$ cat config.mk
export PLATFORM = sky130hd
export DESIGN_NAME = histogram_readout
export DESIGN_NICKNAME = d
export VERILOG_FILES = /design/src/hdl/histogram_pkg.sv /design/src/hdl/histogram_readout.sv
export SDC_FILE = /design/constraint.sdc
export NUM_CORES = 1
export LEC_CHECK = 0
export BUFFER_PORTS_ARGS = -buffer_cell sky130_fd_sc_hd__clkbuf_2
export CORE_MARGIN = 4
export CORE_UTILIZATION = 29
export CTS_BUF_LIST = sky130_fd_sc_hd__clkbuf_8 sky130_fd_sc_hd__clkbuf_16
export DETAILED_ROUTE_END_ITERATION = 7
export PLACE_DENSITY = 0.65
export SLEW_MARGIN = 0
export SYNTH_ARGS = -nofsm -noshare
export SYNTH_HDL_FRONTEND = slang
export SYNTH_SLANG_ARGS = --single-unit
$ cat constraint.sdc
create_clock -name clock -period 3.3 [get_ports clock]
set_clock_uncertainty 0.2 [all_clocks]
set_input_delay 0.66 -clock clock [delete_from_list [all_inputs] [get_ports clock]]
set_output_delay 0.66 -clock clock [all_outputs]
set_load 0.02 [all_outputs]
$ cat src/hdl/histogram_pkg.sv
`default_nettype none

package histogram_pkg;

  // ########################################
  // Default widths
  // ########################################

  // Input sample width.
  localparam int sample_width_default = 12;

  // Bin index width, 2**8 bins by default.
  localparam int addr_width_default = 8;

  // Count held in each bin.
  localparam int data_width_default = 16;

  // ########################################
  // Core states
  // ########################################

  typedef enum logic [1:0] {
    st_clear  = 2'd0, // Zero fill after reset.
    st_idle   = 2'd1, // Waiting for a bin index.
    st_read   = 2'd2, // RAM read in flight.
    st_update = 2'd3  // Count is on a_rdata, stage the write.
  } core_state_t;

endpackage

`default_nettype wire
$ cat src/hdl/histogram_readout.sv
`default_nettype none

module histogram_readout #(
  parameter int ADDR_WIDTH = histogram_pkg::addr_width_default,
  parameter int DATA_WIDTH = histogram_pkg::data_width_default
) (
  input  wire                   clock,
  input  wire                   aresetn,
  input  wire                   m_ready,
  output logic [DATA_WIDTH-1:0] m_data,
  output logic                  m_last,
  output logic [ADDR_WIDTH-1:0] b_addr,
  input  wire  [DATA_WIDTH-1:0] b_rdata
);

  logic [ADDR_WIDTH-1:0] cntr_reg;
  logic                  last_reg;

  // Bin shown on m_data, steps on every accepted cycle.
  always_ff @(posedge clock)
  begin
    if (!aresetn)
      cntr_reg <= '0;
    else if (m_ready)
      cntr_reg <= cntr_reg + 1'b1;
  end

  // Next bin when the consumer takes this one, else the same bin again.
  assign b_addr = m_ready ? cntr_reg + 1'b1 : cntr_reg;

  // Follows the RAM read by one cycle so it lines up with b_rdata.
  always_ff @(posedge clock)
  begin
    if (!aresetn)
      last_reg <= 1'b0;
    else
      last_reg <= &b_addr;
  end

  assign m_data = b_rdata;
  assign m_last = last_reg;

endmodule

`default_nettype wire

Word-level counts from Yosys, hierarchy flattened

Index checks and enable logic that the tools add are counted.

Bits in read-only memories: 0
Latch bits: 0
Logic and storage cells: 5
Memories: 0
Bits of input ports: 19
Register bits: 9
Memory bits (writable): 0

Bitwise logic cells: 0
Add/sub/neg operators: 1
Mux-type cells: 1
Magnitude comparators: 0
Multiply operators: 0
Divide/modulo/power cells: 0
Shift operators: 0
Reductions and logical operators: 1
Eq/ne operators: 0

Operator list:

| kind                                                          | count |
|---|---|
| 8-bit by 1-bit adder with 8-bit output, second input constant | 1 |
| 8-bit 2-to-1 mux                                              | 1 |
| 8-bit AND reduction                                           | 1 |

Longest topological paths before layout

Word-level depth: 3
Gate-level depth with buffers: 5

Least setup slack after synthesis

Ideal clock, no wire load.

Kind: input to output
Start point: input m_ready
End point: output b_addr[7]
Stages on the path: 3
Arrival: 1.408 ns
Buffers on the path: 0
Slack: 1.032 ns
Cells stage by stage: nand4_1 > nor3_1 > xor2_1

Word-level cells in the longest chain between the ends: 1

RTL lines:

| item               | line                    | source |
|---|---|---|
| start: declaration | histogram_readout.sv:9  | `input wire m_ready,` |
| 8-bit 2-to-1 mux   | histogram_readout.sv:29 | `assign b_addr = m_ready ? cntr_reg + 1'b1 : cntr_reg;` |
| end: declaration   | histogram_readout.sv:12 | `output logic [ADDR_WIDTH-1:0] b_addr,` |

No other way between the ends.

Worst setup path after layout

Ends and elaborated chain as after synthesis.

==> out/results.txt <==
Run status -> complete, no violations
CP Capture Type -> output port
R2r worst-path depth -> 5
CP Max Fanout -> 6
Post-synth ARST share -> 0%
Crit path DAT -> 1.61 ns
Area Growth Syn to Fin -> 2.14%
Fraction of the cycle the final worst path needs -> 74.7%
TritonCTS clock tree -> built
Post-synthesis cell area -> 527 um2
Worst R2R Setup Slack -> 1.52 ns
Top cell type's share of synthesized area -> 34.2%
CTS H-tree depth -> 1
Grt total ovfl -> 0
Sw frac -> 22.0%
Drt wl/cell -> 9.80 um
Hold WC Path Type -> flip-flop to flip-flop
Nets@finish -> 80
Cts hold-fix bufs -> 0
Starting Density -> 30.5%
First-pass GRT wire length -> 1.41 mm
Largest net degree at the start of global routing -> 10
Most common cell in the netlist -> buf_4
Highest Clock Rate -> 406 MHz
Hold EP -> m_last$_SDFF_PN0_
Logic pwr share -> 8.6%
Setup violators final -> 0
Vias per cell -> 3.90
Ant diodes -> 0
# resized after CTS -> 0
Proportion of layout cells with a drive suffix above 1 -> 28.8%
# port buffers -> 11
Synth area leaders -> dfxtp_1 (34%), buf_4 (23%), xor2_1 (8.3%)
Total track usage -> 7.64%
Setup repair bufs after CTS -> 0
GP Congestion -> 0.742
Via count -> 328
Synth Instances -> 60
CP cell instances -> clkbuf_2 > nand4_1 > nor3_1 > xor2_1 > clkbuf_2
WHS -> 0.386 ns
Core box area -> 1730 um2
Max reg flops -> 8
Reg-to-reg startpoint -> cntr_reg[0]$_SDFF_PN0_
Routed Antenna Nets -> 0
Post-synth EDFFs -> 0
Flop pwr share -> 44.5%
CTS buffer count -> 3
Final wirelength -> 823 um
Unrepaired setup endpoints after global routing -> false
Place WS -> 0.834 ns
Site Rows -> 15
Final hold violation count -> 0
Die H -> 50.6 um
Hold Path Origin -> cntr_reg[7]$_SDFF_PN0_
Clock Power Share -> 47.0%
Ys flop type -> dfxtp_1
Worst Tran Pin Value -> 0.298 ns
Post-synth top cells -> buf_4 (16), dfxtp_1 (9), inv_1 (5), xor2_1 (5)
I/O pin cnt -> 44
Max Slew Vio Count -> 0
Internal Power -> 201 uW
Final core occ -> 31.2%
WP data required -> 2.44 ns
Worst rel slew slack -> 80.0%
Synth Area per Inst -> 8.78 um2
Die area -> 2560 um2
Yosys cell types -> 16
Static Leak -> 0.265 nW
Skew-Pair Late Insertion Delay -> 0.23 ns
CTS clk-pin slew, worst paths -> 0.04 ns
Min-Delay Path Depth -> 3
# clock sinks -> 9
Pwr dens -> 480 nW/um2
Mapped Nets -> 80
Max clock buf depth -> 2
Setup total negative slack -> 0 ns
DRT Pass-1 Iters -> 2
Yosys warns -> 0
Die width -> 50.6 um
CTS root buffer -> clkbuf_8
FF-to-FF End -> m_last$_SDFF_PN0_
Critical path's slowest cell -> nor3_1
Seq cells post-synth -> 9
Maxcap violations -> 0
Most frequent CP cell -> clkbuf_2
Drc violations -> 0
Final worst path period need -> 2.47 ns
Setup ws final -> 0.834 ns
Cell taking the most area after synthesis -> dfxtp_1
Number of global-route vias before repair -> 327
Critical path class -> primary input to output port
Initial antenna violation count -> 0
IR drop worst, VDD -> 0.337 mV
Seq/Total Area, Yosys -> 34.2%
Max incr delay on CP -> 0.25 ns
Switching pwr -> 56.8 uW
Setup crit start kind -> primary input
Final HPWL DP -> 648 um
DRT iter0 DRCs -> 2
[area by class of cell]
cell class / count / area (um2)
Sequential cell: 9 / 180
Tap cell: 25 / 31.3
Multi-Input combinational cell: 30 / 208
Inverter: 5 / 18.8
Clock buffer: 3 / 41.3
Clock inverter: 1 / 3.75
Fill cell: 202 / 1190
Timing Repair Buffer: 11 / 55.1
[power groups by stage]
stage | combinational [mW] | clock [mW] | sequential (mW)
after floorplan | 0.0426 | 0 | 0.116
after global placement | 0.0222 | 0 | 0.116
after detailed placement | 0.0224 | 0 | 0.117
after CTS | 0.0226 | 0.127 | 0.115
after global routing | 0.0254 | 0.138 | 0.115
final | 0.0221 | 0.121 | 0.115
[worst max-delay path: cells and delay by family]
kind,cells,cell delay (ns)
buffers and inverters,2,0.35
xor gates and xnor gates,1,0.20
and+or+nand+nor,2,0.40
[cell usage in the layout, fill, tap and decap left out, types with 2 or more instances in the layout]
cell type,netlist,layout
and2_1,3,3
clkbuf_2,0,11
clkbuf_8,0,3
dfxtp_1,9,9
inv_1,5,6
nand2_1,4,4
nand4_1,4,4
nor2_1,2,2
nor2b_1,4,4
xnor2_1,2,2
xor2_1,5,5
[layer usage]
| metal | track usage, % | vias up | share of wire (%) |
|---|---|---|---|
| met5 | 0 | - | 0 |
| met4 | 3.59 | 0 | 0.61 |
| met3 | 6.53 | 2 | 15 |
| met2 | 9.78 | 18 | 43 |
| met1 | 8.73 | 138 | 42 |
| li1 | - | 170 | - |
[per-stage QoR]
stage / power [mW] / area (um2) / cells
floorplan: 0.159 / 527 / 60
global placement: 0.138 / 493 / 80
detailed placement: 0.139 / 493 / 80
CTS: 0.264 / 538 / 84
global route: 0.278 / 538 / 84
finish: 0.258 / 538 / 84
[worst max path at each step]
stage             from  cells after the start   endpoint  slack (ns)
2_1_floorplan  m_ready                      3  b_addr[7]        1.03
3_3_place_gp   m_ready                      5  b_addr[7]        0.85
3_5_place_dp   m_ready                      5  b_addr[7]        0.83
4_1_cts        m_ready                      5  b_addr[7]        0.83
5_1_grt        m_ready                      5  b_addr[7]        0.69
6_report       m_ready                      5  b_addr[7]        0.83
[kinds of logic (layout without fill, tap and decap cells)]
kind of cell / count (synthesis) / in the layout / share of synthesized area (%)
flops: 9 / 9 / 34.2
buf+inv: 21 / 20 / 26.4
xor+xnor: 7 / 7 / 11.6
fa+ha+maj: 1 / 1 / 2.37
mux: 1 / 1 / 2.14
simple gates: 21 / 21 / 23.3
Power figures use the tool's default switching activity.
