--- src/hdl/histogram_pkg.sv ---
`default_nettype none

package histogram_pkg;

  // ########################################
  // Default widths
  // ########################################

  // Input sample width.
  localparam int sample_width_default = 12;

  // Bin index width, 2**8 bins by default.
  localparam int addr_width_default = 8;

  // Count held in each bin.
  localparam int data_width_default = 16;

  // ########################################
  // Core states
  // ########################################

  typedef enum logic [1:0] {
    st_clear  = 2'd0, // Zero fill after reset.
    st_idle   = 2'd1, // Waiting for a bin index.
    st_read   = 2'd2, // RAM read in flight.
    st_update = 2'd3  // Count is on a_rdata, stage the write.
  } core_state_t;

endpackage

`default_nettype wire
--- src/hdl/histogram_ram.sv ---
`default_nettype none

module histogram_ram #(
  parameter int ADDR_WIDTH = histogram_pkg::addr_width_default,
  parameter int DATA_WIDTH = histogram_pkg::data_width_default
) (
  input  wire                   clock,
  input  wire  [ADDR_WIDTH-1:0] a_addr,
  input  wire                   a_en,
  input  wire                   a_we,
  input  wire  [DATA_WIDTH-1:0] a_wdata,
  output logic [DATA_WIDTH-1:0] a_rdata,
  input  wire  [ADDR_WIDTH-1:0] b_addr,
  output logic [DATA_WIDTH-1:0] b_rdata
);

  localparam int DEPTH = 2 ** ADDR_WIDTH;

  logic [DATA_WIDTH-1:0] mem [DEPTH];

  // ########################################
  // Port A, read first
  // ########################################

  always_ff @(posedge clock)
  begin
    if (a_en)
    begin
      if (a_we)
        mem[a_addr] <= a_wdata;
      a_rdata <= mem[a_addr]; // Old contents on a write.
    end
  end

  // ########################################
  // Port B, read only
  // ########################################

  always_ff @(posedge clock)
  begin
    b_rdata <= mem[b_addr];
  end

endmodule

`default_nettype wire

--- config.mk ---
export PLATFORM = sky130hd
export DESIGN_NAME = histogram_ram
export DESIGN_NICKNAME = d
export VERILOG_FILES = /design/src/hdl/histogram_pkg.sv /design/src/hdl/histogram_ram.sv
export SDC_FILE = /design/constraint.sdc
export NUM_CORES = 2
export LEC_CHECK = 0
export BUFFER_PORTS_ARGS = -buffer_cell sky130_fd_sc_hd__buf_2
export CAP_MARGIN = 20
export CORE_ASPECT_RATIO = 0.6
export CORE_MARGIN = 10
export CORE_UTILIZATION = 30
export DETAILED_ROUTE_END_ITERATION = 8
export MAX_ROUTING_LAYER = met4
export PLACE_DENSITY = 0.41
export SETUP_SLACK_MARGIN = 0.05
export SLEW_MARGIN = 20
export SYNTH_ARGS = -nofsm -noshare
export SYNTH_HDL_FRONTEND = slang
export SYNTH_SLANG_ARGS = --single-unit
--- constraint.sdc ---
create_clock -name clock -period 8.1 [get_ports clock]
set_input_delay 0.405 -clock clock [delete_from_list [all_inputs] [get_ports clock]]
set_output_delay 0.405 -clock clock [all_outputs]
set_load 0.02 [all_outputs]
# Word-level counts from Yosys, hierarchy flattened
# Memory sizes are Yosys's and may differ from the RTL's. A register that Yosys moved wholly into a read port is not among the register bits.
# Index checks and enable logic that the tools add are counted.
# word_totals
reg_bits,0
latchBits,0
mem_bits_rw,4096
mem_bits_ro,0
output_inout_bits,32
word_cells,4
n_memories,1
# classes
addsub,0
n_mul,0
div_mod_pow,0
order_cmp,0
n_eq_ne,0
n_shift,0
muxes,3
n_bitwise,0
n_reduce_logical,0
# mem_list
name,depth,word_bits,read_ports,rd_ports_with_merged_regs,write_ports,line,source
mem,256,16,2,2,1,histogram_ram.sv:19,logic [DATA_WIDTH-1:0] mem [DEPTH];
# op_table
operator,count
1-bit 2-to-1 mux,3

# Logic depth before layout (Yosys ltp)
# logic_depth
depth_word,3
depth_mapped,12
depth_no_buf,7

# Worst setup path before layout
# Ideal clock, no wire load.
# synth_path
path_kind,in2reg
start,in a_addr[0]
end,mem mem[113][0] in the netlist's numbering (enable)
setup_ns,0.388
t_arrival_ns,3.035
required_ns,7.712
path_slack_ns,4.676
stages,12
path_buffers,8
path_cell_list,buf_6 -> buf_6 -> buf_6 -> buf_4 -> buf_4 -> buf_4 -> buf_4 -> nand3_1 -> nor2_1 -> nand2_1 -> buf_2 -> nor2_1
# synth_lines
element,line,source
from (decl),histogram_ram.sv:8,"input wire [ADDR_WIDTH-1:0] a_addr,"
to (decl),histogram_ram.sv:19,
# No word-level cell before the write port.

==> flow_summary_export.csv <==
group,metric,value,unit
placed_design,routabilityCongestion,0.908,
setup_path,startpoint_type,"primary input",
setup_path,worstSetupPathType,"primary input to flip-flop",
min_path,whs_endpoint,"mem[107][2]",
timing,period_share,58.8,%
timing,tightest_slew,1390,ps
yosys,synthArstFlopShare,0,%
setup_path,cp.arrival,5670,ps
power,ir_worst_vdd,0.173,mV
clock_tree,root_buffer,"clkbuf_16",
setup_path,r2r_start,"mem[223][5]",
setup_path,r2r_slack,4080,ps
global_routing,grt_remaining_overflow,0,
placed_design,portBuffers,66,
yosys,synth-seq-area-share,65.2,%
yosys,netlist_area,190000,um^2
timing,max_clock_freq,210,MHz
finish,finalNetCount,9730,
detailed_routing,vias_per_cell,6.22,
finish,area_delta_synth_final,15.2,%
global_routing,grt_max_degree,160,
timing,skew,80.1,ps
detailed_routing,dr.pass1.iters,8,
timing,setup_viol,0,
clock_tree,htree_levels,5,
yosys,postSynthCellCount,9388,
global_routing,grt_pass1_wl,1140000,um
clock_tree,cts_resized,0,
finish,regArea,124000,um^2
clock_tree,postCtsSetupBuffers,0,
timing,hold_viol,0,
floorplanning,ios,67,
timing,finalSetupTns,0,ps
yosys,syn_nets,9423,
global_routing,track_usage,26.5,%
setup_path,regToRegEndpoint,"b_rdata[5]",
finish,multiInputGateArea,64400,um^2
yosys,netlist-cell-type-count,58,
clock_tree,cts_inserted_buffers,436,
timing,fin_crit,4760,ps
finish,nFillCells,58616,
run,max-cap-violations,0,
clock_tree,tritoncts,"done",
timing,rsz0062_at_grt,"no",
min_path,min_from,"a_wdata[2]",
clock_tree,clockBufferDepth,5,
power,power.leakage,66.3,nW
global_routing,grt_antenna_before_repair,156,
yosys,ys_ff_latch,4128,
detailed_routing,ant_nets,0,
setup_path,reg2reg_depth,7,
min_path,hold_path_depth,1,
yosys,synth-edff-count,4112,
clock_tree,clkSinkCount,4128,
clock_tree,clk_latency,1080,ps
detailed_routing,vias,116160,
floorplanning,rows,226,
yosys,yosysWarnings,0,
setup_path,cp_max_fo,56,
timing,relSlewSlack,7.56,%
floorplanning,dieWidth,1050,um
setup_path,cp.required,9010,ps
detailed_routing,routed_wl,879000,um
clock_tree,hold_buffers,15,
placed_design,dp_worst_setup_slack,2630,ps
clock_tree,clk_pin_slew,60,ps
min_path,hold_path.class,"primary input to flip-flop",
run_status,status,"finished clean",
floorplanning,start_util,30.1,%
setup_path,cp-end-kind,"flip-flop",
yosys,avgSynthCellArea,20.2,um^2
floorplanning,die_area,666000,um^2
detailed_routing,drc,0,
floorplanning,die_h,636,um
timing,worst_slack,3340,ps
power,p_per_area,221,nW/um^2
yosys,ys.flop_type,"edfxtp_1",
detailed_routing,drt_iter0_drc,20966,
finish,layout-drive-gt1-share,36.4,%
floorplanning,coreArea,631000,um^2
global_routing,grt_pass1_vias,110180,
detailed_routing,wire_per_inst,47.1,um
placed_design,dp_hpwl,583000,um
timing,maxSlewViolCount,0,
==> where the power goes <==
| part | leakage [nW] | switching, mW | total [mW] | internal (mW) |
|---|---|---|---|---|
| Clock | 6.67 | 9.02 | 20.2 | 11.2 |
| Sequential | 37.1 | 0.0790 | 23.6 | 23.5 |
| Combinational | 22.6 | 3.16 | 4.57 | 1.42 |
==> worst max-delay path, cell delays in order <==
cell      delay, ps
buf_8           370
nand2_4         570
buf_12          380
o221ai_1        800
o22ai_1         240
o21ai_2        1040
and3_1          960
nor4b_1         370
==> worst max path at each step <==
stage               startpoint     endpoint  slack (ps)  cells past startpoint
global route         b_addr[1]   b_rdata[7]        3490                      8
CTS                  a_addr[0]  a_rdata[13]        3750                      9
finish               b_addr[1]   b_rdata[7]        3340                      8
floorplan            a_addr[0]  mem[113][0]        4680                     12
global placement     b_addr[0]  b_rdata[14]         440                      7
detailed placement   a_addr[0]  a_rdata[13]        2630                      9
==> cell families (layout without fill, tap and decap cells) <==
family	after synthesis	count (layout)	share of synthesized area, %
other	0	207	0
and+or+nand+nor	783	783	1.92
DFF	4128	4128	65.2
AOI/OAI and AO/OA	1117	1117	4.19
muxes	2573	2573	26.6
buffers and inverters	787	1431	2.05
==> final cells by class <==
cell class / instances / area share [%]
multi-input cells: 4473 / 29.4
clock buffers: 519 / 5.22
flip-flops and latches: 4128 / 56.6
well taps: 8436 / 4.82
diodes: 207 / 0.237
repair buffers: 651 / 2.68
clock inverters: 256 / 1.01
inverters: 5 / 0.0154
==> cell usage after synthesis (90+ instances only) <==
master    instances  area [um^2]
a21oi_1         231         1160
a22oi_1         295         2210
buf_1            90          338
buf_2           218         1090
buf_4            95          713
clkbuf_1        337         1260
edfxtp_1       4112       123000
mux2i_1         586         5870
mux4_2         1982        44600
nand2_1         114          428
nor2_1          329         1230
nor3_1          124          621
o221ai_1        194         1700
o22ai_1          96          601
==> per-stage QoR <==
stage          hold WS, ps  std cells  utilization (%)  total power [mW]  cell area, um^2
2_1_floorplan          504       9388                -              26.1           190000
3_3_place_gp           831      17634             32.3              28.5           204000
3_5_place_dp           824      17671             32.4              28.6           204000
4_1_cts               3.53      18461             34.6              48.5           218000
5_1_grt               47.9      18655             34.7              49.6           219000
6_report              44.6      18675             34.7              48.4           219000
==> placed cells by master, fill, tap and decap left out, types with 58 or more instances in the layout <==
master	count
clkbuf_1	70
clkbuf_16	442
a21oi_1	204
diode_2	207
clkinv_2	82
nand2_1	89
nor2_1	58
clkinv_1	108
o221ai_1	193
nor2_2	142
nor3_1	114
buf_4	494
o22ai_1	94
a22oi_1	295
mux4_2	1982
mux2i_1	578
nor2_4	129
edfxtp_1	4112
==> layer usage <==
metal / share of wire (%) / global-route usage, % / vias to the layer above
li1: - / - / 42231
met1: 44 / 39.1 / 65228
met2: 39 / 33.2 / 7676
met3: 14 / 10.3 / 1025
met4: 2.9 / 6.96 / 0
met5: 0 / - / -
==> sequential cells by signal, summed over array words and instances, names as in the netlist <==
signal	count
b_rdata	16
mem	4096
a_rdata	16
(Power assumes the default switching activity.)
