$ cat src/hdl/histogram_pkg.sv
`default_nettype none

package histogram_pkg;

  // ########################################
  // Default widths
  // ########################################

  // Input sample width.
  localparam int sample_width_default = 12;

  // Bin index width, 2**8 bins by default.
  localparam int addr_width_default = 8;

  // Count held in each bin.
  localparam int data_width_default = 16;

  // ########################################
  // Core states
  // ########################################

  typedef enum logic [1:0] {
    st_clear  = 2'd0, // Zero fill after reset.
    st_idle   = 2'd1, // Waiting for a bin index.
    st_read   = 2'd2, // RAM read in flight.
    st_update = 2'd3  // Count is on a_rdata, stage the write.
  } core_state_t;

endpackage

`default_nettype wire
$ cat src/hdl/bin_mapper.sv
`default_nettype none

module bin_mapper #(
  parameter int SAMPLE_WIDTH = histogram_pkg::sample_width_default,
  parameter int ADDR_WIDTH   = histogram_pkg::addr_width_default,
  parameter int BIN_OFFSET   = 0,
  parameter int BIN_SHIFT    = 4
) (
  input  wire                     clock,
  input  wire                     aresetn,
  input  wire                     s_valid,
  input  wire  [SAMPLE_WIDTH-1:0] s_sample,
  output logic                    s_ready,
  output logic                    bin_valid,
  output logic [ADDR_WIDTH-1:0]   bin_index,
  input  wire                     bin_ready
);

  localparam logic [SAMPLE_WIDTH-1:0] OFFSET   = SAMPLE_WIDTH'(BIN_OFFSET);
  localparam logic [SAMPLE_WIDTH-1:0] LAST_BIN = SAMPLE_WIDTH'((2 ** ADDR_WIDTH) - 1);

  logic [SAMPLE_WIDTH-1:0] shifted;
  logic [ADDR_WIDTH-1:0]   mapped;
  logic [ADDR_WIDTH-1:0]   index_reg;
  logic                    full_reg;

  // Offset, shift and clamp.
  always_comb
  begin
    shifted = (s_sample - OFFSET) >> BIN_SHIFT;
    if (s_sample < OFFSET)
      mapped = '0; // Underflow goes to the first bin.
    else if (shifted > LAST_BIN)
      mapped = '1; // Overflow goes to the last bin.
    else
      mapped = shifted[ADDR_WIDTH-1:0];
  end

  always_ff @(posedge clock)
  begin
    if (!aresetn)
    begin
      full_reg <= 1'b0;
    end
    else if (s_valid && s_ready)
    begin
      full_reg <= 1'b1;
    end
    else if (bin_ready)
    begin
      full_reg <= 1'b0; // Core took the item.
    end
  end

  always_ff @(posedge clock)
  begin
    if (s_valid && s_ready)
      index_reg <= mapped;
  end

  assign s_ready   = !full_reg || bin_ready;
  assign bin_valid = full_reg;
  assign bin_index = index_reg;

endmodule

`default_nettype wire

$ cat config.mk
export PLATFORM = sky130hd
export DESIGN_NAME = bin_mapper
export DESIGN_NICKNAME = d
export VERILOG_FILES = /design/src/hdl/histogram_pkg.sv /design/src/hdl/bin_mapper.sv
export SDC_FILE = /design/constraint.sdc
export NUM_CORES = 1
export LEC_CHECK = 0
export BUFFER_PORTS_ARGS = -buffer_cell sky130_fd_sc_hd__buf_2
export CORE_AREA = 2 2 39 41
export CTS_CLUSTER_SIZE = 8
export DETAILED_ROUTE_END_ITERATION = 8
export DIE_AREA = 0 0 41 43
export PLACE_DENSITY = 0.62
export REMOVE_ABC_BUFFERS = 1
export SYNTH_ARGS = -nofsm -noshare
export SYNTH_HDL_FRONTEND = slang
export SYNTH_SLANG_ARGS = --single-unit
$ cat constraint.sdc
create_clock -name clock -period 1.2 [get_ports clock]
set_input_delay 0.06 -clock clock [delete_from_list [all_inputs] [get_ports clock]]
set_output_delay 0.06 -clock clock [all_outputs]
set_load 0.05 [all_outputs]
After elaboration in Yosys (flattened, before gate mapping)
Index checks and enable logic that the tools add are counted.
- word-level logic and storage cells: 11
- bits in registers: 9
- input port bits: 16
- reductions and logical operators: 4
- magnitude comparators: 2
- muxes and demuxes: 3
- operators with widths (cell ; count):
    12-bit by 1-bit less-than comparator with 1-bit output (second input constant) ; 1
    8-bit greater-than comparator (second input constant) ; 1
    8-bit 2-to-1 mux ; 1
    1-bit 2-to-1 mux ; 2
    2-bit nonzero test ; 1
    1-bit logical AND ; 1
    1-bit logical NOT ; 1
    1-bit logical OR ; 1

Depth between registers and ports, before layout
Gate-level depths: netlist of the first run.
- word-level depth: 4
- depth in mapped cells: 2

Worst setup path after synthesis of the first run
OpenSTA, ideal clock, no wires.
- path type: flip-flop to flip-flop
- start point: register full_reg (netlist: bin_valid)
- end point: register index_reg[0] (netlist: bin_index[0]) (enable)
- data required time: 0.951 ns
- path buffers: 0
- setup time: 0.249 ns
- path slack: -0.174 ns
- cell stages (with the launch flop): 3
- data arrival time: 1.125 ns
- path through: dfxtp_1 -> nand2b_4 -> and2_4
- longest elaborated chain between the ends: 3
- ends and longest elaborated chain (element ; RTL line ; RTL):
    from (decl) ; bin_mapper.sv:25 ; logic full_reg;
    from (signal assigned) ; bin_mapper.sv:43 ; full_reg <= 1'b0;
    from (signal assigned) ; bin_mapper.sv:47 ; full_reg <= 1'b1;
    from (signal assigned) ; bin_mapper.sv:51 ; full_reg <= 1'b0;
    1-bit logical NOT ; bin_mapper.sv:61 ; assign s_ready = !full_reg || bin_ready;
    1-bit logical OR ; bin_mapper.sv:61 ;
    via s_ready ; bin_mapper.sv:13 ; output logic s_ready,
    1-bit logical AND ; bin_mapper.sv:57 ; if (s_valid && s_ready)
    to (signal assigned) ; bin_mapper.sv:58 ; index_reg <= mapped;
    to (decl) ; bin_mapper.sv:24 ; logic [ADDR_WIDTH-1:0] index_reg;
The timed path passes the listed nets, and every way through them passes these cells.
A chain may end at the register's enable or synchronous reset.

Final worst setup path of the first run
- start point: register full_reg (netlist: bin_valid)
- end point: output port s_ready
- longest elaborated chain between the ends: 2
- ends and longest elaborated chain (element ; RTL line):
    1-bit logical NOT ; bin_mapper.sv:61
    1-bit logical OR ; bin_mapper.sv:61
    to (decl) ; bin_mapper.sv:13
Every way passes these cells.

==> key figures, run 1 <==
Die
  • Die Height: 43 um
  • CORE AREA: 1380 um^2
  • Row cnt: 14
  • Initial core utilization: 21.5%
  • I/O pins: 26
  • Die Width: 41 um
  • Die area: 1760 um^2

Critical path
  • Worst Path Arrival: 920 ps
  • Delay-heaviest family, CP: flip-flops
  • Crit path max-delay cell type: dfxtp_1
  • R2R depth: 2
  • Worst-path fanout max: 3
  • Reg2reg setup slack: 290 ps
  • Startpoint Class: register
  • Worst R2R Start: bin_valid
  • CP cell instances: nand2b_4 > buf_2
  • Kind of critical path: register to output pin
  • Max incr delay on CP: 330 ps
  • WP buf/inv: 1
  • Critical Path Sink Type: output pin
  • WP data required: 1140 ps
  • Worst R2R End: bin_index[7]

Logic synthesis
  • Post-Syn Area: 298 um^2
  • Share of the synthesized area in the top cell type: 80.7%
  • Cell count after synthesis: 13
  • Ys Warns: 0
  • Synth area leaders: edfxtp_1 (81%), dfxtp_1 (6.7%), nand2b_4 (4.6%)
  • Syn Area/Cell: 22.9 um^2
  • Sequential share of the synthesized area: 87.4%
  • Synth area leader: edfxtp_1
  • Flop and latch count out of synthesis: 9
  • Yosys cell types: 6

Finish
  • Commonest non-fill, non-tap cell in the layout: buf_2
  • Final Util: 38.2%
  • Fill count: 143
  • Most frequent cells in the layout: buf_2 (21), edfxtp_1 (8), dlygate4sd3_1 (8)
  • Final Cell Area: 529 um^2
  • Diode count: 0
  • Finished Layout Cells: 62
  • P&R area growth vs syn: 77.7%
  • Fin nets: 63
  • Layout cells sized above 1: 58.7%

Global route
  • Total GRT Usage: 8.17%
  • Grt total ovfl: 0
  • Largest net degree at the start of global routing: 9
  • First-pass GRT wire length: 869 um
  • Antenna violations before repair: 0
  • Vias in the first global route: 226

Routing
  • DR vias/cell: 3.73
  • Routed WL per cell: 10.1 um
  • ANT nets after route: 0
  • Pre-antenna DRT Iters: 2
  • Post-Route WL: 626 um
  • # DRC: 0
  • DR vias: 231
  • 1st-iter DRT viols: 3

CTS
  • Post-CTS Resized: 0
  • Worst-Skew Late Latency: 250 ps
  • Number of buffers created by CTS: 3
  • Clock Tree Root: clkbuf_4
  • Worst-path clk slew: 60 ps
  • CTS H-tree depth: 1
  • Max Buffers Root-to-Sink: 2
  • Clock sink total: 9
  • TritonCTS clock tree: done
  • Postcts setup bufs: 0

Power
  • Final Power: 0.728 mW
  • PwrDens: 1380 nW/um^2
  • Worst vdd ir: 0.000458 V
  • P_leak: 0.237 nW

Timing
  • Fin crit period: 983 ps
  • Fin. Hold Viols: 0
  • Final Cycle Share: 81.9%
  • Final Setup Violations: 0
  • Slew HR: 83.2%
  • Max Clock Skew: 1.66 ps
  • RSZ-0062 raised after global routing: no
  • Hold slack final: 41.8 ps
  • Max Slew Vio Count: 0
  • Fmax achieved: 1020 MHz
  • Slew @ Worst Pin: 254 ps

Worst hold path
  • Worst Hold Path Cells: 2
  • Worst hold-check path type: input port to register
  • Worst hold start: aresetn
  • WHS Endpoint: bin_valid

Placed design
  • Routability cong.: 0.631
  • Cells after DPL: 50
  • Post-DP Area: 423 um^2
  • PortBufs: 21

Status
  • Outcome: finished, final reports clean

Run
  • Max-cap violations: 0
[synthesized netlist by cell type]
| cell | number |
|---|---|
| edfxtp_1 | 8 |
| a21boi_2 | 1 |
| nand2b_4 | 1 |
| dfxtp_1 | 1 |
| inv_1 | 1 |
| and2_4 | 1 |
[how the worst max path moves through the flow]
stage,from,cells after the start,slack [ps],endpoint
2_1_floorplan,bin_valid,2,-170,bin_index[0]
3_3_place_gp,bin_valid,2,300,bin_index[4]
3_5_place_dp,bin_valid,2,300,bin_index[3]
4_1_cts,bin_valid,2,200,s_ready
5_1_grt,bin_valid,2,170,s_ready
6_report,bin_valid,2,220,s_ready
[per-stage QoR]
| step | setup slack (ps) | TNS (ps) |
|---|---|---|
| after floorplan | -174 | -1390 |
| after global placement | 300 | 0 |
| after detailed placement | 301 | 0 |
| after CTS | 203 | 0 |
| after global routing | 168 | 0 |
| final | 217 | 0 |
[cell type report]
cell class	count	area [um^2]	share of cell area (%)
tap	16	20.0	3.78
inverter	1	3.75	0.709
clock buffer	4	26.3	4.96
sequential	9	260	49.2
multi-input combinational	3	33.8	6.38
timing repair buffer	29	185	35.0
[sequential cells by signal, indices dropped and copies added, names as in the netlist]
signal and flops:
bin_valid 1, bin_index 8
[where the power goes]
part | switching (mW) | leakage, nW | total [mW] | internal, mW
clock network | 0.0911 | 0.0150 | 0.218 | 0.127
registers | 0.00618 | 0.0858 | 0.369 | 0.363
logic | 0.0914 | 0.136 | 0.141 | 0.0494
[cell families (layout without fill, tap and decap cells)]
logic type,count (synthesis),in the layout,synth area share (%)
compound gates,1,1,3.78
buf+inv,1,34,1.26
simple gates,2,2,7.56
flops,9,9,87.4
[per-layer routing]
layer	wire (um)	GRT usage, %	vias up	share of wire, %
met5	0	0	-	0
met4	0	8.00	0	0
met3	94	3.14	0	15
met2	247	10.0	22	39
met1	284	10.2	95	45
li1	-	-	114	-
[timing repair]
action                     CTS  global route
setup endpoints to repair    0             0
hold buffers                 7             1
hold endpoints to repair     7             1
No activity file was read; power rests on OpenSTA's default activity.
==> run 2, diff against run 1 <==
--- a/config.mk
+++ b/config.mk
@@ -10,7 +10,7 @@
 export CTS_CLUSTER_SIZE = 8
 export DETAILED_ROUTE_END_ITERATION = 8
 export DIE_AREA = 0 0 41 43
-export PLACE_DENSITY = 0.62
+export PLACE_DENSITY = 0.64
 export REMOVE_ABC_BUFFERS = 1
 export SYNTH_ARGS = -nofsm -noshare
 export SYNTH_HDL_FRONTEND = slang
==> constraint.sdc (replaced) <==
create_clock -name clock -period 0.8 [get_ports clock]
set_input_delay 0.04 -clock clock [delete_from_list [all_inputs] [get_ports clock]]
set_output_delay 0.04 -clock clock [all_outputs]
set_load 0.05 [all_outputs]
==> run 2 against run 1 <==
The run now ends with setup timing left. Die area is the same. First-iteration DRC count fell by 67%. Global-route usage is 1.1 points higher. Clock skew is 1.8 ps higher. Design area is 17% higher. Non-clock buffer count increased by 3. Clock power increased by 57%. Count of clock-buffer cells in the layout unchanged. Combinational power increased by 84%. Critical path type unchanged. Critical endpoint unchanged. Largest cell class is now non-clock buffers.
==> key figures, run 2 (synthesis gave the netlist of run 1 again) <==
Status
  • Outcome: finished, violations left
  • Failing checks: setup timing

CTS
  • CTS H-tree depth: 1 (unchanged)
  • Number of buffers created by CTS: 3 (unchanged)
  • Max Buffers Root-to-Sink: 2 (unchanged)
  • Clock Tree Root: clkbuf_4
  • TritonCTS clock tree: done
  • Clock sink total: 9 (unchanged)
  • Worst-path clk slew: 60 ps (about the same)
  • Worst-Skew Late Latency: 250 ps (about the same)

Placed design
  • PortBufs: 21 (unchanged)
  • Post-DP Area: 430 um^2 (+1.8%)
  • Routability cong.: 0.611 (-3.2%)

Critical path
  • Worst Path Arrival: 910 ps (about the same)
  • Kind of critical path: register to output pin
  • Reg2reg setup slack: -120 ps (-410 ps)
  • Worst-path fanout max: 2 (-1)
  • Startpoint Class: register
  • Critical Path Sink Type: output pin
  • WP data required: 760 ps (-380 ps)
  • Worst Setup SP: bin_valid
  • Worst R2R End: bin_valid
  • Worst R2R Start: bin_valid
  • R2R depth: 5 (+3)

Global route
  • Total GRT Usage: 9.28% (+1.1 points)
  • Grt total ovfl: 0 (unchanged)
  • First-pass GRT wire length: 1.04 mm (+19%)
  • Vias in the first global route: 280 (+24%)
  • Antenna violations before repair: 0 (unchanged)
  • Largest net degree at the start of global routing: 9 (unchanged)

Timing
  • RSZ-0062 raised after global routing: yes
  • Final worst setup slack: -151 ps (-369 ps)
  • Final Cycle Share: 119%
  • Fin. Hold Viols: 0 (unchanged)
  • Max Clock Skew: 3.44 ps (+1.78 ps)
  • Fin crit period: 951 ps
  • Final Setup Violations: 19 (+19)
  • Slew HR: 83.2% (about the same)
  • Fmax achieved: 1050 MHz
  • Slew @ Worst Pin: 254 ps (-0.321 ps)
  • Hold slack final: 13.3 ps (-28.5 ps)
  • Max Slew Vio Count: 0 (unchanged)

Routing
  • Routed WL per cell: 10.8 um (+7.0%)
  • DR vias: 254 (+10%)
  • Top sig layer: met3
  • Wl on met1: 296 um (+4.2%)
  • ANT nets after route: 0 (unchanged)
  • 1st-iter DRT viols: 1 (-2)
  • WL met2: 333 um (+35%)
  • Metal3 WL: 72 um (-23%)
  • Post-Route WL: 702 um (+12%)
  • Pre-antenna DRT Iters: 2 (unchanged)
  • # DRC: 0 (unchanged)
  • DR vias/cell: 3.91 (+4.9%)

Finish
  • Diode count: 0 (unchanged)
  • P&R area growth vs syn: 108%
  • Most frequent cells in the layout: buf_2 (12), buf_6 (10), edfxtp_1 (8), dlygate4sd3_1 (8), clkbuf_4 (3)
  • Fill count: 131 (-8.4%)
  • Final Cell Area: 621 um^2 (+17%)
  • Max FFs per register: 8 (unchanged)
  • FF/Latch Area: 262 um^2 (+0.48%)
  • Multi-input gate area: 33.8 um^2 (unchanged)
  • Fin nets: 66 (+4.8%)
  • Layout cells sized above 1: 63.3% (+4.6 points)
  • Commonest non-fill, non-tap cell in the layout: buf_2

Power
  • Logic pwr share: 22.3% (+3.0 points)
  • Power Internal: 0.854 mW (+58%)
  • P_leak: 0.275 nW (+16%)
  • Switching share of power: 26.4% (+0.49 points)
  • Worst vdd ir: 0.00113 V (+150%)
  • Psw: 0.307 mW (+62%)
  • Part of the power in registers: 48.1% (-2.6 points)
  • Clock network fraction of total power: 29.5% (-0.5 points)
  • PwrDens: 1870 nW/um^2 (+36%)

Die
  • Initial core utilization: 21.5% (unchanged)
  • CORE AREA: 1380 um^2 (unchanged)
  • Die Width: 41 um (unchanged)
  • Row cnt: 14 (unchanged)
  • Die area: 1760 um^2 (unchanged)
  • I/O pins: 26 (unchanged)
  • Die Height: 43 um (unchanged)

Worst hold path
  • Worst Hold Path Cells: 2 (unchanged)
  • Worst hold start: aresetn
  • Worst hold-check path type: input port to register
  • WHS Endpoint: bin_valid

Run
  • Max-cap violations: 0 (unchanged)
[run 2: changes by cell type in the layout (fill, tap and decap cells not counted), sizes merged]
| cell | previous run | this run |
|---|---|---|
| buf | 21 | 24 |
[run 2: what timing repair did]
item | in CTS | in global routing
resized for setup | 21 | 1
endpoints found under the setup margin | 18 | 19
hold buffers | 8 | 0
setup buffers | 1 | 1
endpoints found under the hold margin | 8 | 0
pin swaps | 2 | 1
[run 2: how the worst max path moves through the flow]
stage / end
2_1_floorplan: bin_index[0]
3_3_place_gp: bin_index[4]
3_5_place_dp: bin_index[4]
4_1_cts: s_ready
5_1_grt: s_ready
6_report: s_ready
[run 2: through the flow]
step	TNS [ps]	cells	utilization (%)	setup slack [ps]	total power, mW
CTS	-1390	64	44.0	-156	1.16
finish	-1390	65	44.8	-151	1.16
floorplan	-5010	13	-	-574	0.689
detailed placement	-708	51	31.1	-88.6	0.749
global placement	-520	51	31.1	-65.1	0.746
global route	-2090	65	44.8	-194	1.22
[run 2: routing by layer]
layer,vias to the layer above,GRT usage [%]
met5,-,0
met1,113,8.45
met3,0,7.85
li1,119,-
met2,22,15.9
met4,0,0
[run 2: final cells by class]
class	instances	share of cell area, %
tap	16	3.23
timing repair buffer	32	44.4
clock buffer	4	4.23
sequential	9	42.1
multi-input combinational	3	5.44
inverter	1	0.605
[run 2: power by group through the flow]
stage          clock network (mW)  logic, mW  registers [mW]
6_report                    0.343      0.259           0.559
2_1_floorplan                   0     0.0306           0.658
4_1_cts                     0.350      0.254           0.559
5_1_grt                     0.385      0.275           0.562
3_5_place_dp                    0      0.187           0.563
3_3_place_gp                    0      0.184           0.562
[run 2: worst max-delay path, stage by stage, from the launching register on]
cell and delay, ps:
dfxtp_2 350, nand2b_4 60, buf_6 110, buf_8 140
==> run 3, diff against run 2 <==
--- a/config.mk
+++ b/config.mk
@@ -5,12 +5,13 @@
 export SDC_FILE = /design/constraint.sdc
 export NUM_CORES = 1
 export LEC_CHECK = 0
+export ABC_CLOCK_PERIOD_IN_PS = 900
 export BUFFER_PORTS_ARGS = -buffer_cell sky130_fd_sc_hd__buf_2
 export CORE_AREA = 2 2 39 41
 export CTS_CLUSTER_SIZE = 8
 export DETAILED_ROUTE_END_ITERATION = 8
 export DIE_AREA = 0 0 41 43
-export PLACE_DENSITY = 0.64
+export PLACE_DENSITY = 0.62
 export REMOVE_ABC_BUFFERS = 1
 export SYNTH_ARGS = -nofsm -noshare
 export SYNTH_HDL_FRONTEND = slang
==> constraint.sdc (replaced) <==
create_clock -name clock -period 0.9 [get_ports clock]
set_input_delay 0.045 -clock clock [delete_from_list [all_inputs] [get_ports clock]]
set_output_delay 0.045 -clock clock [all_outputs]
set_load 0.05 [all_outputs]
==> run 3 against run 2 <==
The run still ends with setup timing left. Critical path depth unchanged. Wire length is 7.3% lower. Clock power decreased by 12%. Sequential power shrank 11%. Highest routed layer unchanged. Largest cell class is now flip-flops and latches. Core utilization decreased by 1.9 points. Hold slack better by 9.7 ps. Non-clock buffer count decreased by 1. Setup slack improved by 99 ps. Die area is the same. Cell count fell by 1.5%.
==> key figures, run 3 (synthesis gave the netlist of run 1 again) <==
CTS
  • Worst-path clk slew: 60 ps (about the same)
  • TritonCTS clock tree: done
  • Clock sink total: 9 (unchanged)
  • CTS H-tree depth: 1 (unchanged)
  • Max Buffers Root-to-Sink: 2 (unchanged)
  • Clock Tree Root: clkbuf_4
  • Worst-Skew Late Latency: 250 ps (about the same)
  • Number of buffers created by CTS: 3 (unchanged)

Routing
  • Pre-antenna DRT Iters: 1 (-1)
  • WL met2: 266 um (-20%)
  • Metal3 WL: 83 um (+15%)
  • Wl on met1: 301 um (+1.7%)
  • DR vias/cell: 3.67 (-6.0%)
  • DR vias: 235 (-7.5%)
  • Post-Route WL: 651 um (-7.3%)
  • Top sig layer: met3
  • Routed WL per cell: 10.2 um (-5.8%)
  • 1st-iter DRT viols: 0 (-1)
  • ANT nets after route: 0 (unchanged)
  • # DRC: 0 (unchanged)

Timing
  • Slew @ Worst Pin: 253 ps (-0.337 ps)
  • Final Setup Violations: 2 (-17)
  • Slew HR: 83.2% (about the same)
  • Max Clock Skew: 0.584 ps (-2.86 ps)
  • Fin. Hold Viols: 0 (unchanged)
  • Fin crit period: 952 ps
  • Fmax achieved: 1050 MHz
  • RSZ-0062 raised after global routing: yes
  • Setup_tns: -62.8 ps (+1320 ps)
  • Hold slack final: 23.1 ps (+9.74 ps)
  • Final worst setup slack: -52.4 ps (+98.9 ps)
  • Final Cycle Share: 106%
  • Max Slew Vio Count: 0 (unchanged)

Critical path
  • Worst R2R Start: bin_valid
  • Crit path max-delay cell type: dfxtp_2
  • Critical Path Sink Type: output pin
  • CP cell instances: nand2b_4 > buf_6 > buf_8
  • Worst-path fanout max: 2 (unchanged)
  • Startpoint Class: register
  • Reg2reg setup slack: 20 ps (+140 ps)
  • Kind of critical path: register to output pin
  • WP data required: 850 ps (+90 ps)
  • Worst R2R End: bin_index[3]
  • Worst Path Arrival: 910 ps (about the same)
  • Max incr delay on CP: 350 ps (about the same)
  • R2R depth: 2 (-3)

Worst hold path
  • Worst Hold Path Cells: 2 (unchanged)
  • WHS Endpoint: bin_valid
  • Worst hold-check path type: input port to register
  • Worst hold start: aresetn

Power
  • PwrDens: 1710 nW/um^2 (-8.6%)
  • Switching share of power: 26.3% (-0.14 points)
  • Psw: 0.267 mW (-13%)
  • Power Internal: 0.749 mW (-12%)
  • Part of the power in registers: 48.8% (+0.7 points)
  • Final Power: 1.02 mW (-12%)
  • Clock network fraction of total power: 29.7% (+0.2 points)
  • Logic pwr share: 21.5% (-0.8 points)
  • Worst vdd ir: 0.000737 V (-35%)
  • P_leak: 0.264 nW (-4.0%)

Global route
  • Grt total ovfl: 0 (unchanged)
  • Antenna violations before repair: 0 (unchanged)
  • First-pass GRT wire length: 855 um (-17%)
  • Largest net degree at the start of global routing: 9 (unchanged)
  • Total GRT Usage: 7.87% (-1.4 points)
  • Vias in the first global route: 230 (-18%)

Finish
  • Finished Layout Cells: 64 (-1.5%)
  • P&R area growth vs syn: 99.6%
  • Most frequent cells in the layout: buf_2 (12), edfxtp_1 (8), dlygate4sd3_1 (8)
  • Commonest non-fill, non-tap cell in the layout: buf_2
  • Max FFs per register: 8 (unchanged)
  • Diode count: 0 (unchanged)
  • Fill count: 132 (+0.76%)
  • Layout cells sized above 1: 62.5% (-0.77 points)
  • Fin nets: 65 (-1.5%)

Die
  • CORE AREA: 1380 um^2 (unchanged)
  • Die Width: 41 um (unchanged)
  • Initial core utilization: 21.5% (unchanged)
  • I/O pins: 26 (unchanged)
  • Die area: 1760 um^2 (unchanged)
  • Die Height: 43 um (unchanged)
  • Row cnt: 14 (unchanged)

Placed design
  • Cells after DPL: 51 (unchanged)
  • PortBufs: 21 (unchanged)
  • Routability cong.: 0.663 (+8.5%)

Run
  • Max-cap violations: 0 (unchanged)

Status
  • Outcome: finished, violations left
  • Failing checks: setup timing
## run 3: cell types whose count changed in the layout (fill, tap and decap cells not counted)
cell / before / now
buf_6: 10 / 5
buf_4: 1 / 5
## run 3: power groups by stage
| stage | Combinational [mW] | Sequential, mW | Clock [mW] |
|---|---|---|---|
| after global placement | 0.164 | 0.499 | 0 |
| after global routing | 0.230 | 0.497 | 0.345 |
| after CTS | 0.206 | 0.493 | 0.315 |
| after floorplan | 0.0272 | 0.585 | 0 |
| final | 0.218 | 0.496 | 0.302 |
| after detailed placement | 0.164 | 0.501 | 0 |
## run 3: layout make-up
class	instances	area, um^2	area share (%)
timing repair buffer	31	249	41.9
multi-input combinational	3	33.8	5.68
inverter	1	3.75	0.632
clock buffer	4	26.3	4.42
sequential	9	262	44.0
tap	16	20.0	3.37
## run 3: critical path: cells and delay by family (launching register included)
kind,cells,cell delay [ps]
flip-flops,1,350
AND/OR/NAND/NOR,1,60
buffers and inverters,2,250
## run 3: worst max-delay path by stage
stage,start,endpoint,slack [ps]
floorplan,bin_valid,bin_index[0],-470
global placement,bin_valid,bin_index[4],20
detailed placement,bin_valid,bin_index[3],20
CTS,bin_valid,s_ready,-60
global route,bin_valid,s_ready,-90
finish,bin_valid,s_ready,-50
## run 3: timing repair
action / 4_1_cts / 5_1_grt
hold buffers: 8 / 0
pin swaps: 0 / 1
hold endpoints to repair: 8 / 0
setup endpoints to repair: 5 / 18
resized for setup: 8 / 14
setup buffers: 1 / 0
## run 3: routing by layer
| metal | vias to the layer above | global-route usage [%] |
|---|---|---|
| li1 | 117 | - |
| met1 | 96 | 9.22 |
| met2 | 22 | 10.0 |
| met3 | 0 | 4.71 |
| met4 | 0 | 6.00 |
| met5 | - | 0 |
## run 3: per-stage QoR
stage               setup WS [ps]  utilization, %  cell area (um^2)
finish                      -52.4            42.9               594
global route                -86.1            42.9               594
CTS                         -63.0            41.0               567
detailed placement           17.6            31.1               430
global placement             19.2            31.1               430
floorplan                    -474               -               298
